`config.mk`:
```
export PLATFORM = sky130hd
export DESIGN_NAME = mskModemTop
export DESIGN_NICKNAME = d
export VERILOG_FILES = /design/src/rtl/mskPkg.sv /design/src/rtl/mskModemTop.sv /design/src/rtl/clockRecovery.sv /design/src/rtl/phaseDetector.sv /design/src/rtl/mskModulator.sv /design/src/rtl/nibbleFifo.sv
export SDC_FILE = /design/constraint.sdc
export NUM_CORES = 1
export LEC_CHECK = 0
export ABC_AREA = 1
export BUFFER_PORTS_ARGS = -buffer_cell sky130_fd_sc_hd__buf_2
export CORE_MARGIN = 2
export CORE_UTILIZATION = 52
export DETAILED_ROUTE_END_ITERATION = 7
export GPL_TIMING_DRIVEN = 0
export PLACE_DENSITY = 0.77
export SLEW_MARGIN = 5
export SYNTH_ARGS = -nofsm -noshare
export SYNTH_HDL_FRONTEND = slang
export SYNTH_SLANG_ARGS = --single-unit
```
`constraint.sdc`:
```
create_clock -name i_clock -period 6.85 [get_ports i_clock]
set_clock_uncertainty 0.05 [all_clocks]
set_input_delay 1.0275 -clock i_clock [delete_from_list [all_inputs] [get_ports i_clock]]
set_output_delay 1.0275 -clock i_clock [all_outputs]
set_load 0.01 [all_outputs]
```
`src/rtl/mskPkg.sv`:
```
`default_nettype none

package mskPkg;

	////////////////////////////////////////
	// Data words
	////////////////////////////////////////

	// Payload of both FIFOs
	typedef logic [3:0] nibble_t;

	// One complex baseband sample, two's complement
	typedef struct packed {
		logic signed [3:0] sinI;
		logic signed [3:0] sinQ;
	} iqSample_t;

	// Live flags of the modem, as seen on the observation port
	typedef struct packed {
		logic       inEmpty;
		logic       outFull;
		logic       txBusy;
		logic       dir;
		logic       bitValid;
		logic       testMode;
		logic [1:0] spare;
	} modStatus_t;

	// One observation byte, read as a sample or as status
	typedef union packed {
		iqSample_t  sample;
		modStatus_t status;
	} obsWord_t;

	// Observation port select
	typedef enum logic [1:0] {
		OBS_MOD_IQ     = 2'd0,
		OBS_ADC_IQ     = 2'd1,
		OBS_STATUS     = 2'd2,
		OBS_OUT_NIBBLE = 2'd3
	} obsSel_t;

	////////////////////////////////////////
	// Phase wheel
	////////////////////////////////////////

	localparam int PHASE_STEPS   = 16;
	// A bit turns the carrier by a quarter of the wheel
	localparam int QUARTER_STEPS = PHASE_STEPS / 4;

	typedef logic [$clog2(PHASE_STEPS)-1:0] phase_t;

	// Sine scaled to +-7, cosine sits a quarter turn ahead
	localparam logic signed [3:0] SIN_TABLE [PHASE_STEPS] = '{
		4'sd0,  4'sd3,  4'sd5,  4'sd6,
		4'sd7,  4'sd6,  4'sd5,  4'sd3,
		4'sd0,  -4'sd3, -4'sd5, -4'sd6,
		-4'sd7, -4'sd6, -4'sd5, -4'sd3
	};

endpackage

`default_nettype wire
```
`src/rtl/mskModemTop.sv`:
```
`timescale 1ns/1ps
`default_nettype none

module mskModemTop #(
	parameter int SAMPLES_PER_BIT = 4,
	parameter int FIFO_DEPTH      = 8
) (
	input  wire                    i_clock,
	input  wire                    i_rstN,
	input  wire                    i_wrEn,
	input  wire mskPkg::nibble_t   i_wrData,
	output logic                   o_inFull,
	input  wire                    i_rdEn,
	output mskPkg::nibble_t        o_rdData,
	output logic                   o_rxEmpty,
	input  wire                    i_testMode,
	input  wire mskPkg::iqSample_t i_adcSample,
	input  wire                    i_adcValid,
	input  wire mskPkg::obsSel_t   i_obsSel,
	output mskPkg::obsWord_t       o_obs
);
	import mskPkg::*;

	logic       inEmpty;
	logic       inRdEn;
	nibble_t    inRdData;
	logic       modFifoEmpty;
	iqSample_t  modSample;
	logic       modValid;
	logic       txBusy;
	iqSample_t  detSample;
	logic       detValid;
	logic       dir;
	logic       dirValid;
	nibble_t    rxNibble;
	logic       rxValid;
	logic       outFull;
	modStatus_t status;

	////////////////////////////////////////
	// Transmit side
	////////////////////////////////////////

	nibbleFifo #(.FIFO_DEPTH(FIFO_DEPTH)) u_inFifo (
		.i_clock  (i_clock),
		.i_rstN   (i_rstN),
		.i_wrEn   (i_wrEn),
		.i_wrData (i_wrData),
		.i_rdEn   (inRdEn),
		.o_rdData (inRdData),
		.o_empty  (inEmpty),
		.o_full   (o_inFull)
	);

	// Test mode starves the modulator so the input FIFO keeps its data
	assign modFifoEmpty = inEmpty || i_testMode;

	mskModulator #(.SAMPLES_PER_BIT(SAMPLES_PER_BIT)) u_modulator (
		.i_clock     (i_clock),
		.i_rstN      (i_rstN),
		.i_fifoEmpty (modFifoEmpty),
		.i_fifoData  (inRdData),
		.o_fifoRdEn  (inRdEn),
		.o_sample    (modSample),
		.o_valid     (modValid),
		.o_busy      (txBusy)
	);

	////////////////////////////////////////
	// Receive side
	////////////////////////////////////////

	// External ADC samples replace the loopback in test mode
	assign detSample = i_testMode ? i_adcSample : modSample;
	assign detValid  = i_testMode ? i_adcValid : modValid;

	phaseDetector u_phaseDetector (
		.i_clock    (i_clock),
		.i_rstN     (i_rstN),
		.i_sample   (detSample),
		.i_valid    (detValid),
		.o_dir      (dir),
		.o_dirValid (dirValid)
	);

	clockRecovery #(.SAMPLES_PER_BIT(SAMPLES_PER_BIT)) u_clockRecovery (
		.i_clock       (i_clock),
		.i_rstN        (i_rstN),
		.i_dir         (dir),
		.i_dirValid    (dirValid),
		.o_nibble      (rxNibble),
		.o_nibbleValid (rxValid)
	);

	nibbleFifo #(.FIFO_DEPTH(FIFO_DEPTH)) u_outFifo (
		.i_clock  (i_clock),
		.i_rstN   (i_rstN),
		.i_wrEn   (rxValid),
		.i_wrData (rxNibble),
		.i_rdEn   (i_rdEn),
		.o_rdData (o_rdData),
		.o_empty  (o_rxEmpty),
		.o_full   (outFull)
	);

	////////////////////////////////////////
	// Observation port
	////////////////////////////////////////

	assign status = '{
		inEmpty:  inEmpty,
		outFull:  outFull,
		txBusy:   txBusy,
		dir:      dir,
		bitValid: dirValid,
		testMode: i_testMode,
		spare:    2'b00
	};

	always_comb begin
		o_obs = '0;
		case (i_obsSel)
			OBS_MOD_IQ:     o_obs.sample = modSample;
			OBS_ADC_IQ:     o_obs.sample = i_adcSample;
			OBS_STATUS:     o_obs.status = status;
			// Last nibble read from the output FIFO, in the low half
			OBS_OUT_NIBBLE: o_obs.sample.sinQ = o_rdData;
		endcase
	end

endmodule

`default_nettype wire

```
`src/rtl/clockRecovery.sv`:
```
`timescale 1ns/1ps
`default_nettype none

module clockRecovery #(
	parameter int SAMPLES_PER_BIT = 4
) (
	input  wire             i_clock,
	input  wire             i_rstN,
	input  wire             i_dir,
	input  wire             i_dirValid,
	output mskPkg::nibble_t o_nibble,
	output logic            o_nibbleValid
);
	import mskPkg::*;

	localparam int CNT_W = $clog2(SAMPLES_PER_BIT + 1);
	localparam logic [CNT_W-1:0] WIN_LAST = CNT_W'(SAMPLES_PER_BIT - 1);
	localparam logic [CNT_W-1:0] WIN_FULL = CNT_W'(SAMPLES_PER_BIT);

	logic [CNT_W-1:0] winCnt;
	logic [CNT_W-1:0] onesCnt;
	logic             lastDir;
	logic             holdWin;
	logic [1:0]       bitCnt;
	logic             reversal;
	logic             fullWin;
	logic             voteNow;
	logic [CNT_W-1:0] voteOnes;
	logic [CNT_W-1:0] voteTotal;
	logic             voteBit;

	////////////////////////////////////////
	// Window and vote
	////////////////////////////////////////

	// A turn inside a window marks a bit edge, so the window closes early
	assign reversal = i_dirValid && !holdWin && (winCnt != '0) && (i_dir != lastDir);
	assign fullWin  = i_dirValid && !reversal && (winCnt == WIN_LAST);
	// End of stream also flushes a partial window
	assign voteNow  = fullWin || ((winCnt != '0) && (reversal || !i_dirValid));

	always_comb begin
		if (fullWin) begin
			voteOnes  = onesCnt + CNT_W'(i_dir);
			voteTotal = WIN_FULL;
		end else begin
			voteOnes  = onesCnt;
			voteTotal = winCnt;
		end
		// Majority, ties go to one
		voteBit = {voteOnes, 1'b0} >= {1'b0, voteTotal};
	end

	always_ff @(posedge i_clock or negedge i_rstN) begin
		if (!i_rstN) begin
			winCnt        <= '0;
			onesCnt       <= '0;
			lastDir       <= 1'b0;
			holdWin       <= 1'b0;
			bitCnt        <= '0;
			o_nibbleValid <= 1'b0;
		end else begin
			o_nibbleValid <= voteNow && (bitCnt == 2'd3);
			if (!i_dirValid) begin
				winCnt  <= '0;
				onesCnt <= '0;
				holdWin <= 1'b0;
				bitCnt  <= '0;
			end else begin
				lastDir <= i_dir;
				if (voteNow) begin
					bitCnt <= bitCnt + 2'd1;
				end
				if (reversal) begin
					// Realign, then trust the new window to its end
					winCnt  <= CNT_W'(1);
					onesCnt <= CNT_W'(i_dir);
					holdWin <= 1'b1;
				end else if (fullWin) begin
					winCnt  <= '0;
					onesCnt <= '0;
					holdWin <= 1'b0;
				end else begin
					winCnt  <= winCnt + CNT_W'(1);
					onesCnt <= onesCnt + CNT_W'(i_dir);
				end
			end
		end
	end

	// Bit packer, first bit ends up in the MSB
	always_ff @(posedge i_clock) begin
		if (voteNow) begin
			o_nibble <= {o_nibble[2:0], voteBit};
		end
	end

	aNibblePulse: assert property (@(posedge i_clock) disable iff (!i_rstN)
		o_nibbleValid |=> !o_nibbleValid)
		else $error("clockRecovery: nibble strobe longer than one cycle");

endmodule

`default_nettype wire

```
`src/rtl/phaseDetector.sv`:
```
`timescale 1ns/1ps
`default_nettype none

module phaseDetector (
	input  wire               i_clock,
	input  wire               i_rstN,
	input  wire mskPkg::iqSample_t i_sample,
	input  wire               i_valid,
	output logic              o_dir,
	output logic              o_dirValid
);
	import mskPkg::*;

	iqSample_t         prevSample;
	logic              havePrev;
	logic signed [7:0] prodIQ;
	logic signed [7:0] prodQI;
	logic signed [8:0] crossProd;

	////////////////////////////////////////
	// Rotation sign
	////////////////////////////////////////

	// Cross product prev x new, positive for a forward turn
	assign prodIQ    = prevSample.sinI * i_sample.sinQ;
	assign prodQI    = prevSample.sinQ * i_sample.sinI;
	assign crossProd = prodIQ - prodQI;

	always_ff @(posedge i_clock or negedge i_rstN) begin
		if (!i_rstN) begin
			havePrev   <= 1'b0;
			o_dirValid <= 1'b0;
			o_dir      <= 1'b0;
		end else begin
			// A gap breaks the chain, so the next sample only primes it
			havePrev   <= i_valid;
			o_dirValid <= i_valid && havePrev;
			if (i_valid && havePrev) begin
				o_dir <= (crossProd > 9'sd0);
			end
		end
	end

	// Previous sample
	always_ff @(posedge i_clock) begin
		if (i_valid) begin
			prevSample <= i_sample;
		end
	end

endmodule

`default_nettype wire

```
`src/rtl/mskModulator.sv`:
```
`timescale 1ns/1ps
`default_nettype none

module mskModulator #(
	parameter int SAMPLES_PER_BIT = 4
) (
	input  wire               i_clock,
	input  wire               i_rstN,
	input  wire               i_fifoEmpty,
	input  wire mskPkg::nibble_t i_fifoData,
	output logic              o_fifoRdEn,
	output mskPkg::iqSample_t o_sample,
	output logic              o_valid,
	output logic              o_busy
);
	import mskPkg::*;

	// One slot per sample of a nibble
	localparam int SLOT_W = $clog2(4 * SAMPLES_PER_BIT);
	localparam logic [SLOT_W-1:0] LAST_SLOT  = SLOT_W'(4 * SAMPLES_PER_BIT - 1);
	localparam logic [SLOT_W-1:0] FETCH_SLOT = SLOT_W'(4 * SAMPLES_PER_BIT - 2);
	localparam logic [SLOT_W-1:0] BIT_MASK   = SLOT_W'(SAMPLES_PER_BIT - 1);
	localparam phase_t PHASE_STEP = phase_t'(QUARTER_STEPS / SAMPLES_PER_BIT);
	localparam phase_t COS_OFFSET = phase_t'(QUARTER_STEPS);

	logic              active;
	logic              fetchPending;
	nibble_t           shiftReg;
	logic [SLOT_W-1:0] slotCnt;
	phase_t            phase;
	phase_t            phaseNext;
	phase_t            cosIdx;
	logic              bitEnd;
	logic              lastSlot;

	assign bitEnd   = (slotCnt & BIT_MASK) == BIT_MASK;
	assign lastSlot = (slotCnt == LAST_SLOT);

	// Fetch when idle, or one slot before the end so the next nibble follows without a gap
	assign o_fifoRdEn = !i_fifoEmpty && !fetchPending && (!active || slotCnt == FETCH_SLOT);

	// Ones turn the wheel forward, zeros back
	assign phaseNext = shiftReg[3] ? phase + PHASE_STEP : phase - PHASE_STEP;
	assign cosIdx    = phaseNext + COS_OFFSET;

	always_ff @(posedge i_clock or negedge i_rstN) begin
		if (!i_rstN) begin
			active       <= 1'b0;
			fetchPending <= 1'b0;
			slotCnt      <= '0;
			phase        <= '0;
			o_valid      <= 1'b0;
		end else begin
			fetchPending <= o_fifoRdEn;
			o_valid      <= active;
			if (active) begin
				phase   <= phaseNext;
				slotCnt <= slotCnt + SLOT_W'(1);
				// Stop at the nibble end unless the next one is already here
				if (lastSlot) begin
					active <= fetchPending;
				end
			end else if (fetchPending) begin
				active  <= 1'b1;
				slotCnt <= '0;
			end
		end
	end

	// Bit shifter, MSB first, and the sample register
	always_ff @(posedge i_clock) begin
		if (fetchPending && (!active || lastSlot)) begin
			shiftReg <= i_fifoData;
		end else if (active && bitEnd) begin
			shiftReg <= {shiftReg[2:0], 1'b0};
		end
		if (active) begin
			o_sample.sinI <= SIN_TABLE[cosIdx];
			o_sample.sinQ <= SIN_TABLE[phaseNext];
		end
	end

	// Busy while samples stream out
	assign o_busy = o_valid;

	aNoEmptyRead: assert property (@(posedge i_clock) disable iff (!i_rstN)
		o_fifoRdEn |-> !i_fifoEmpty)
		else $error("mskModulator: FIFO read while empty");

endmodule

`default_nettype wire

```
`src/rtl/nibbleFifo.sv`:
```
`timescale 1ns/1ps
`default_nettype none

module nibbleFifo #(
	parameter int FIFO_DEPTH = 8
) (
	input  wire             i_clock,
	input  wire             i_rstN,
	input  wire             i_wrEn,
	input  wire mskPkg::nibble_t i_wrData,
	input  wire             i_rdEn,
	output mskPkg::nibble_t o_rdData,
	output logic            o_empty,
	output logic            o_full
);
	import mskPkg::*;

	localparam int ADDR_W = $clog2(FIFO_DEPTH);
	localparam logic [ADDR_W:0] PTR_ONE   = (ADDR_W+1)'(1);
	localparam logic [ADDR_W:0] PTR_DEPTH = (ADDR_W+1)'(FIFO_DEPTH);

	nibble_t         mem [FIFO_DEPTH];
	// Top bit of each pointer is the wrap flag
	logic [ADDR_W:0] wrPtr;
	logic [ADDR_W:0] rdPtr;
	logic [ADDR_W:0] fillLevel;
	logic            doWrite;
	logic            doRead;

	assign o_empty   = (wrPtr == rdPtr);
	assign o_full    = (wrPtr[ADDR_W] != rdPtr[ADDR_W]) &&
	                   (wrPtr[ADDR_W-1:0] == rdPtr[ADDR_W-1:0]);
	assign fillLevel = wrPtr - rdPtr;

	// Writes into a full FIFO and reads from an empty one are dropped
	assign doWrite = i_wrEn && !o_full;
	assign doRead  = i_rdEn && !o_empty;

	always_ff @(posedge i_clock or negedge i_rstN) begin
		if (!i_rstN) begin
			wrPtr <= '0;
			rdPtr <= '0;
		end else begin
			if (doWrite) begin
				wrPtr <= wrPtr + PTR_ONE;
			end
			if (doRead) begin
				rdPtr <= rdPtr + PTR_ONE;
			end
		end
	end

	// Storage and read port
	always_ff @(posedge i_clock) begin
		if (doWrite) begin
			mem[wrPtr[ADDR_W-1:0]] <= i_wrData;
		end
		if (doRead) begin
			o_rdData <= mem[rdPtr[ADDR_W-1:0]];
		end
	end

	////////////////////////////////////////
	// Checks
	////////////////////////////////////////

	aWrWhileFull: assert property (@(posedge i_clock) disable iff (!i_rstN)
		!(i_wrEn && o_full))
		else $warning("nibbleFifo: write while full was dropped");

	aRdWhileEmpty: assert property (@(posedge i_clock) disable iff (!i_rstN)
		!(i_rdEn && o_empty))
		else $warning("nibbleFifo: read while empty was ignored");

	aFillLevel: assert property (@(posedge i_clock) disable iff (!i_rstN)
		fillLevel <= PTR_DEPTH)
		else $error("nibbleFifo: pointer distance above depth");

endmodule

`default_nettype wire

```
# Word-level counts from Yosys, hierarchy flattened
# Memories as Yosys holds them, arrays and structs flattened. A register that Yosys moved wholly into a read port is not among the register bits.
# Index checks and enable logic that the tools add are counted.
# totals
register_bits	57
in_bits	20
out_inout_bits	14
ramBits	64
wordCells	127
n_memories	4
latchBits	0
romBits	128
# mem_list
name	words	word_bits	read_ports	rd_ports_with_merged_regs	wr	line	source
(name not given)	16	4	1	1	0	mskModulator.sv:78	o_sample.sinI <= SIN_TABLE[cosIdx];
(name not given)	16	4	1	1	0	mskModulator.sv:79	o_sample.sinQ <= SIN_TABLE[phaseNext];
u_inFifo.mem	8	4	1	1	1	nibbleFifo.sv:22	nibble_t mem [FIFO_DEPTH];
u_outFifo.mem	8	4	1	1	1	nibbleFifo.sv:22	
# classes
n_div	0
reduce_logical	37
n_addsub	12
order_cmp	2
mul	2
n_eq_ne	17
mux	29
n_shift	0
n_bitwise	2
# op_table
op	count
adder 4 x 1 -> 4 bit, second input constant	6
two-way mux 3 bit	8
two-way mux 4 bit	5
logical AND 1 bit	18
multiplier 4 x 4 -> 8 bit	2
one-hot mux 4 bit (4 select lines)	1
one-hot mux 4 bit (3 select lines)	1
two-way mux 1 bit	11
zero test 1 bit	10
NOT 4 -> 5 bit	2
> comparator 9 x 1 -> 1 bit, second input constant	1
subtractor 8 x 8 -> 9 bit	1
equality test 2 bit, second input constant	4
equality test 4 bit	2
equality test 4 bit, second input constant	2
two-way mux 8 bit	1
equality test 3 bit	2
logical OR 1 bit	5
adder 4 x 3 -> 4 bit, second input constant	1
greater-or-equal comparator 4 x 3 -> 1 bit	1
two-way mux 2 bit	2
nonzero test 2 bit	2
subtractor 4 x 1 -> 4 bit, second input constant	1
adder 3 x 1 -> 3 bit	1
other kinds (9)	11

# Longest topological paths before layout
# logic_depth
word_depth	10
mapped_depth	28
ltp_nobuf	28

# Cells and area by module
# From an unflattened synthesis, not the netlist that was laid out.
# unflattened
cells_unflattened	910
hier_area_um2	8275.4
# by_module_without_submodules
module	n_inst	cells_each	seq_area_each_um2	area_each_um2
nibbleFifo	2	184	1281.2	1954.4
phaseDetector	1	253	315.3	1973.1
mskModulator	1	135	635.6	1286.2
clockRecovery	1	83	395.4	779.5
mskModemTop	1	71	0.0	327.8

# Least setup slack after synthesis
# OpenSTA, ideal clock, no wires.
# synth_timing
path_type	in2reg
from	input i_testMode
to	register u_phaseDetector.o_dir
path_buffers	1
required_ps	6684
t_arrival_ps	5228
setup_slack_ps	1455
path_stages	26
path_cell_list	clkbuf_1 -> o21ai_0 -> nor2_1 -> inv_1 -> fa_1 -> inv_1 -> fa_1 -> inv_1 -> ha_1 -> inv_1 -> fa_1 -> inv_1 -> fa_1 -> inv_1 -> ha_1 -> nand3_1 -> nand2_1 -> nand2_1 -> nand2_1 -> nand2_1 -> nor2_1 -> nand3_1 -> nand2_1 -> inv_1 -> nand2_1 -> nand2_1
# synth_between
elab_chain_len	4
word_cells_on_any_way	7
# synth_lines
element	line	source
from (decl)	mskModemTop.sv:16	input wire i_testMode,
two-way mux 8 bit	mskModemTop.sv:74	assign detSample = i_testMode ? i_adcSample : modSample;
multiplier 4 x 4 -> 8 bit (on tied branches)	phaseDetector.sv:25, phaseDetector.sv:26	
subtractor 8 x 8 -> 9 bit	phaseDetector.sv:27	assign crossProd = prodIQ - prodQI;
> comparator 9 x 1 -> 1 bit	phaseDetector.sv:39	o_dir <= (crossProd > 9'sd0);
to (signal assigned)	phaseDetector.sv:39	
to (decl)	phaseDetector.sv:9	output logic o_dir,
# Several ways; a longest one is shown, not always the timed one.
# A chain may end at the register's enable or synchronous reset.

# Worst setup path in the final report
# Ends and elaborated chain as after synthesis.

==> out/qor.csv <==
stage,metric,value,unit
run_status,status,completed,
drt,Detail Route Antenna Nets,0,
grt,initial antenna violation count,0,
die,Die Area,15920,um^2
place,placed inst area,8158,um^2
critical_path,FF-to-FF setup slack,1840,ps
critical_path,crit start category,input port,
logic_synthesis,"FFs w/ async S/R, synth",29.93,%
logic_synthesis,cells after synthesis,810,
critical_path,CP max FO,10,
clock_network,setup bufs post-CTS,0,
clock_network,clock sink count,137,
grt,Total Routing Usage GR,20.86,%
sta,Highest Clock Rate,172.0,MHz
cells_and_area,Final #Nets,955,
logic_synthesis,Synth top area share,37.14,%
sta,RSZ-0062 raised after global routing,no,
cells_and_area,number of antenna diodes,0,
sta,Setup TNS Final,0,ps
die,Site Rows,44,
drt,Routed WL,15.41,mm
sta,crit path time final,5815,ps
critical_path,kind of critical path,input port to register,
clock_network,TritonCTS clock tree,yes,
critical_path,"Arr. time, crit path",6070,ps
clock_network,CTS Buf Count,17,
logic_synthesis,syn_nets,903,
grt,vias in the first global route,5549,
logic_synthesis,post-synth cell types,42,
sta,Relative slew margins,37.38,%
clock_network,CTS resizes,0,
clock_network,H-tree lvl count,4,
critical_path,Max stage delay on crit path,560,ps
critical_path,CP required,7100,ps
die,io pins,34,
logic_synthesis,cell taking the most area after synthesis,edfxtp_1,
clock_network,Clock Tree Buf Depth,2,
cells_and_area,Finished Cell Area,8713,um^2
logic_synthesis,cell area after synthesis,7762,um^2
grt,pin count of the biggest net entering global routing,42,
critical_path,FF-to-FF Start,u_modulator.o_sample[0]$_DFFE_PP_,
place,Place WS,669.1,ps
sta,WHS,437.4,ps
die,core area,14530,um^2
critical_path,"most used cell, CP",inv_1,
worst_hold_path,worst hold path class,register to register,
logic_synthesis,"Seq/Total Area, Yosys",50.35,%
die,initial core utilization,53.41,%
die,chip height,126.2,um
sta,Final Max Slew Viols,0,
drt,DR DRC count,0,
clock_network,Worst-Skew Late Latency,420,ps
grt,total congestion overflow,0,
critical_path,CP startpoint,i_testMode,
sta,# setup viols final,0,
logic_synthesis,Synth Register Bits,137,
grt,first-pass GRT wire length,26.26,mm
clock_network,Clock transition at path regs,60,ps
place,GP Congestion,0.8863,
drt,via/cell ratio,5.270,
place,IO Port Bufs,33,
logic_synthesis,number of synthesized flops with an enable pin,96,
cells_and_area,Area Growth Syn to Fin,12.25,%
sta,measured slew at the worst slew-check pin,939.3,ps
job,Max Cap Violations,0,
sta,Final Hold Vio Count,0,
clock_network,Post-CTS Hold Fix Bufs,0,
logic_synthesis,Synth Warn #,0,
worst_hold_path,min-delay src,u_clockRecovery.bitCnt[0]$_DFFE_PN0P_,
sta,setup ws final,1035,ps
drt,drt wl/cell,14.55,um
logic_synthesis,"Primary FF master, synth",edfxtp_1,
cells_and_area,fill count,1175,
drt,drt pass-1 iters,5,
logic_synthesis,Synth top cells by count,"158 x nand2_1, 126 x inv_1, 114 x nor2_1, 96 x edfxtp_1, 58 x o21ai_0",
drt,Iteration-0 DRC Markers,336,
logic_synthesis,Area contributors post-synth,"edfxtp_1 37%, dfrtp_1 13%, nand2_1 7.6%",
die,Die Wd,126.2,um
logic_synthesis,most frequent cell after synthesis,nand2_1,
cells_and_area,ratio of cells with drive above 1 in the final layout,10.74,%
drt,Vias,5581,
clock_network,CTS root buf,clkbuf_16,
critical_path,slowest CP cell,fa_1,
logic_synthesis,Mean Syn Cell Area,9.583,um^2
sta,post-route clock period utilization,84.88,%
place,HPWL after DPL,11.22,mm
critical_path,CP endpoint kind,register,
==> kinds of logic (layout without fill, tap and decap cells) <==
group | Yosys count | in the layout | synth area share [%]
simple gates | 328 | 328 | 17.46
buf+inv | 146 | 211 | 7.285
flops | 137 | 137 | 50.35
compound gates | 99 | 99 | 7.173
fa+ha+maj | 73 | 73 | 14.57
xor+xnor | 23 | 23 | 2.595
mux | 4 | 4 | 0.5641
==> metrics by stage <==
stage | std cells | util [%]
after floorplan | 810 | -
final | 1059 | 59.95
after detailed placement | 1027 | 56.13
after CTS | 1059 | 59.95
after global routing | 1059 | 59.95
after global placement | 1027 | 56.13
==> layer usage <==
metal  global-route usage (%)  up-vias  wire length [um]
met1                    28.15     2672              7076
met3                    5.777       15               903
met4                    6.399        0               171
met5                        0        -                 0
li1                         -     2745                 -
met2                    33.18      149              7261
==> final cells by class <==
type	count	area, um^2	area share, %
well taps	184	230.2	2.642
clock inverters	13	122.6	1.407
multi-input cells	527	3288	37.74
inverters	136	515.5	5.916
plain buffers	10	50.05	0.5744
flip-flops and latches	137	3909	44.86
repair buffers	33	165.2	1.895
clock buffers	19	432.9	4.968
==> registers in the layout (all words and copies together), names as in the netlist, 2 cells and up <==
register                    count
u_outFifo.wrPtr                 4
u_inFifo.wrPtr                  4
u_outFifo.rdPtr                 4
u_clockRecovery.bitCnt          2
u_modulator.o_sample            8
u_phaseDetector.prevSample      8
u_inFifo.o_rdData               4
u_outFifo.mem                  32
u_modulator.phase               4
u_inFifo.rdPtr                  4
u_modulator.slotCnt             4
u_outFifo.o_rdData              4
u_modulator.shiftReg            4
u_clockRecovery.onesCnt         3
u_inFifo.mem                   32
u_clockRecovery.winCnt          3
u_clockRecovery.o_nibble        4
==> cells in the final DEF (no fill, tap or decap), drive strengths merged <==
cell | synthesis | layout
o2111ai | 2 | 2
nor3 | 3 | 3
bufinv | 0 | 1
nor2 | 116 | 116
or2 | 9 | 9
a211oi | 1 | 1
inv | 132 | 135
o21ai | 60 | 60
a21oi | 7 | 7
a31oi | 9 | 9
edfxtp | 96 | 96
xor2 | 15 | 15
clkinvlp | 0 | 4
o211ai | 8 | 8
mux2 | 3 | 3
mux2i | 1 | 1
fa | 29 | 29
clkbuf | 4 | 23
o31ai | 1 | 1
a21boi | 1 | 1
dfrtp | 41 | 41
nand3 | 26 | 26
buf | 6 | 39
ha | 44 | 44
a22oi | 1 | 1
and2 | 1 | 1
o22ai | 8 | 8
clkinv | 4 | 9
nand3b | 3 | 3
nand4 | 8 | 8
o21a | 1 | 1
nand2 | 162 | 162
xnor2 | 8 | 8
==> final timing paths <==
check	endpoint	depth (start not counted)
setup / recovery	u_phaseDetector.o_dir$_DFFE_PN0P_	25
hold / removal	u_clockRecovery.bitCnt[0]$_DFFE_PN0P_	1
setup reg to reg	u_phaseDetector.o_dir$_DFFE_PN0P_	20
hold reg to reg	u_clockRecovery.bitCnt[0]$_DFFE_PN0P_	1
max in group asynchronous	u_modulator.slotCnt[2]$_DFFE_PN0P_	1
min in group asynchronous	u_outFifo.wrPtr[3]$_DFFE_PN0P_	1
==> critical path, delay by kind of cell <==
family,cells,cell delay [ps]
AOI/OAI and AO/OA,1,370
xor gates and xnor gates,1,190
adders and majority gates,6,2730
buffers and inverters,9,910
and+or+nand+nor,8,850
Power is not shown: default switching activity piles up to over one toggle a cycle in this logic, so the estimate is an artifact.
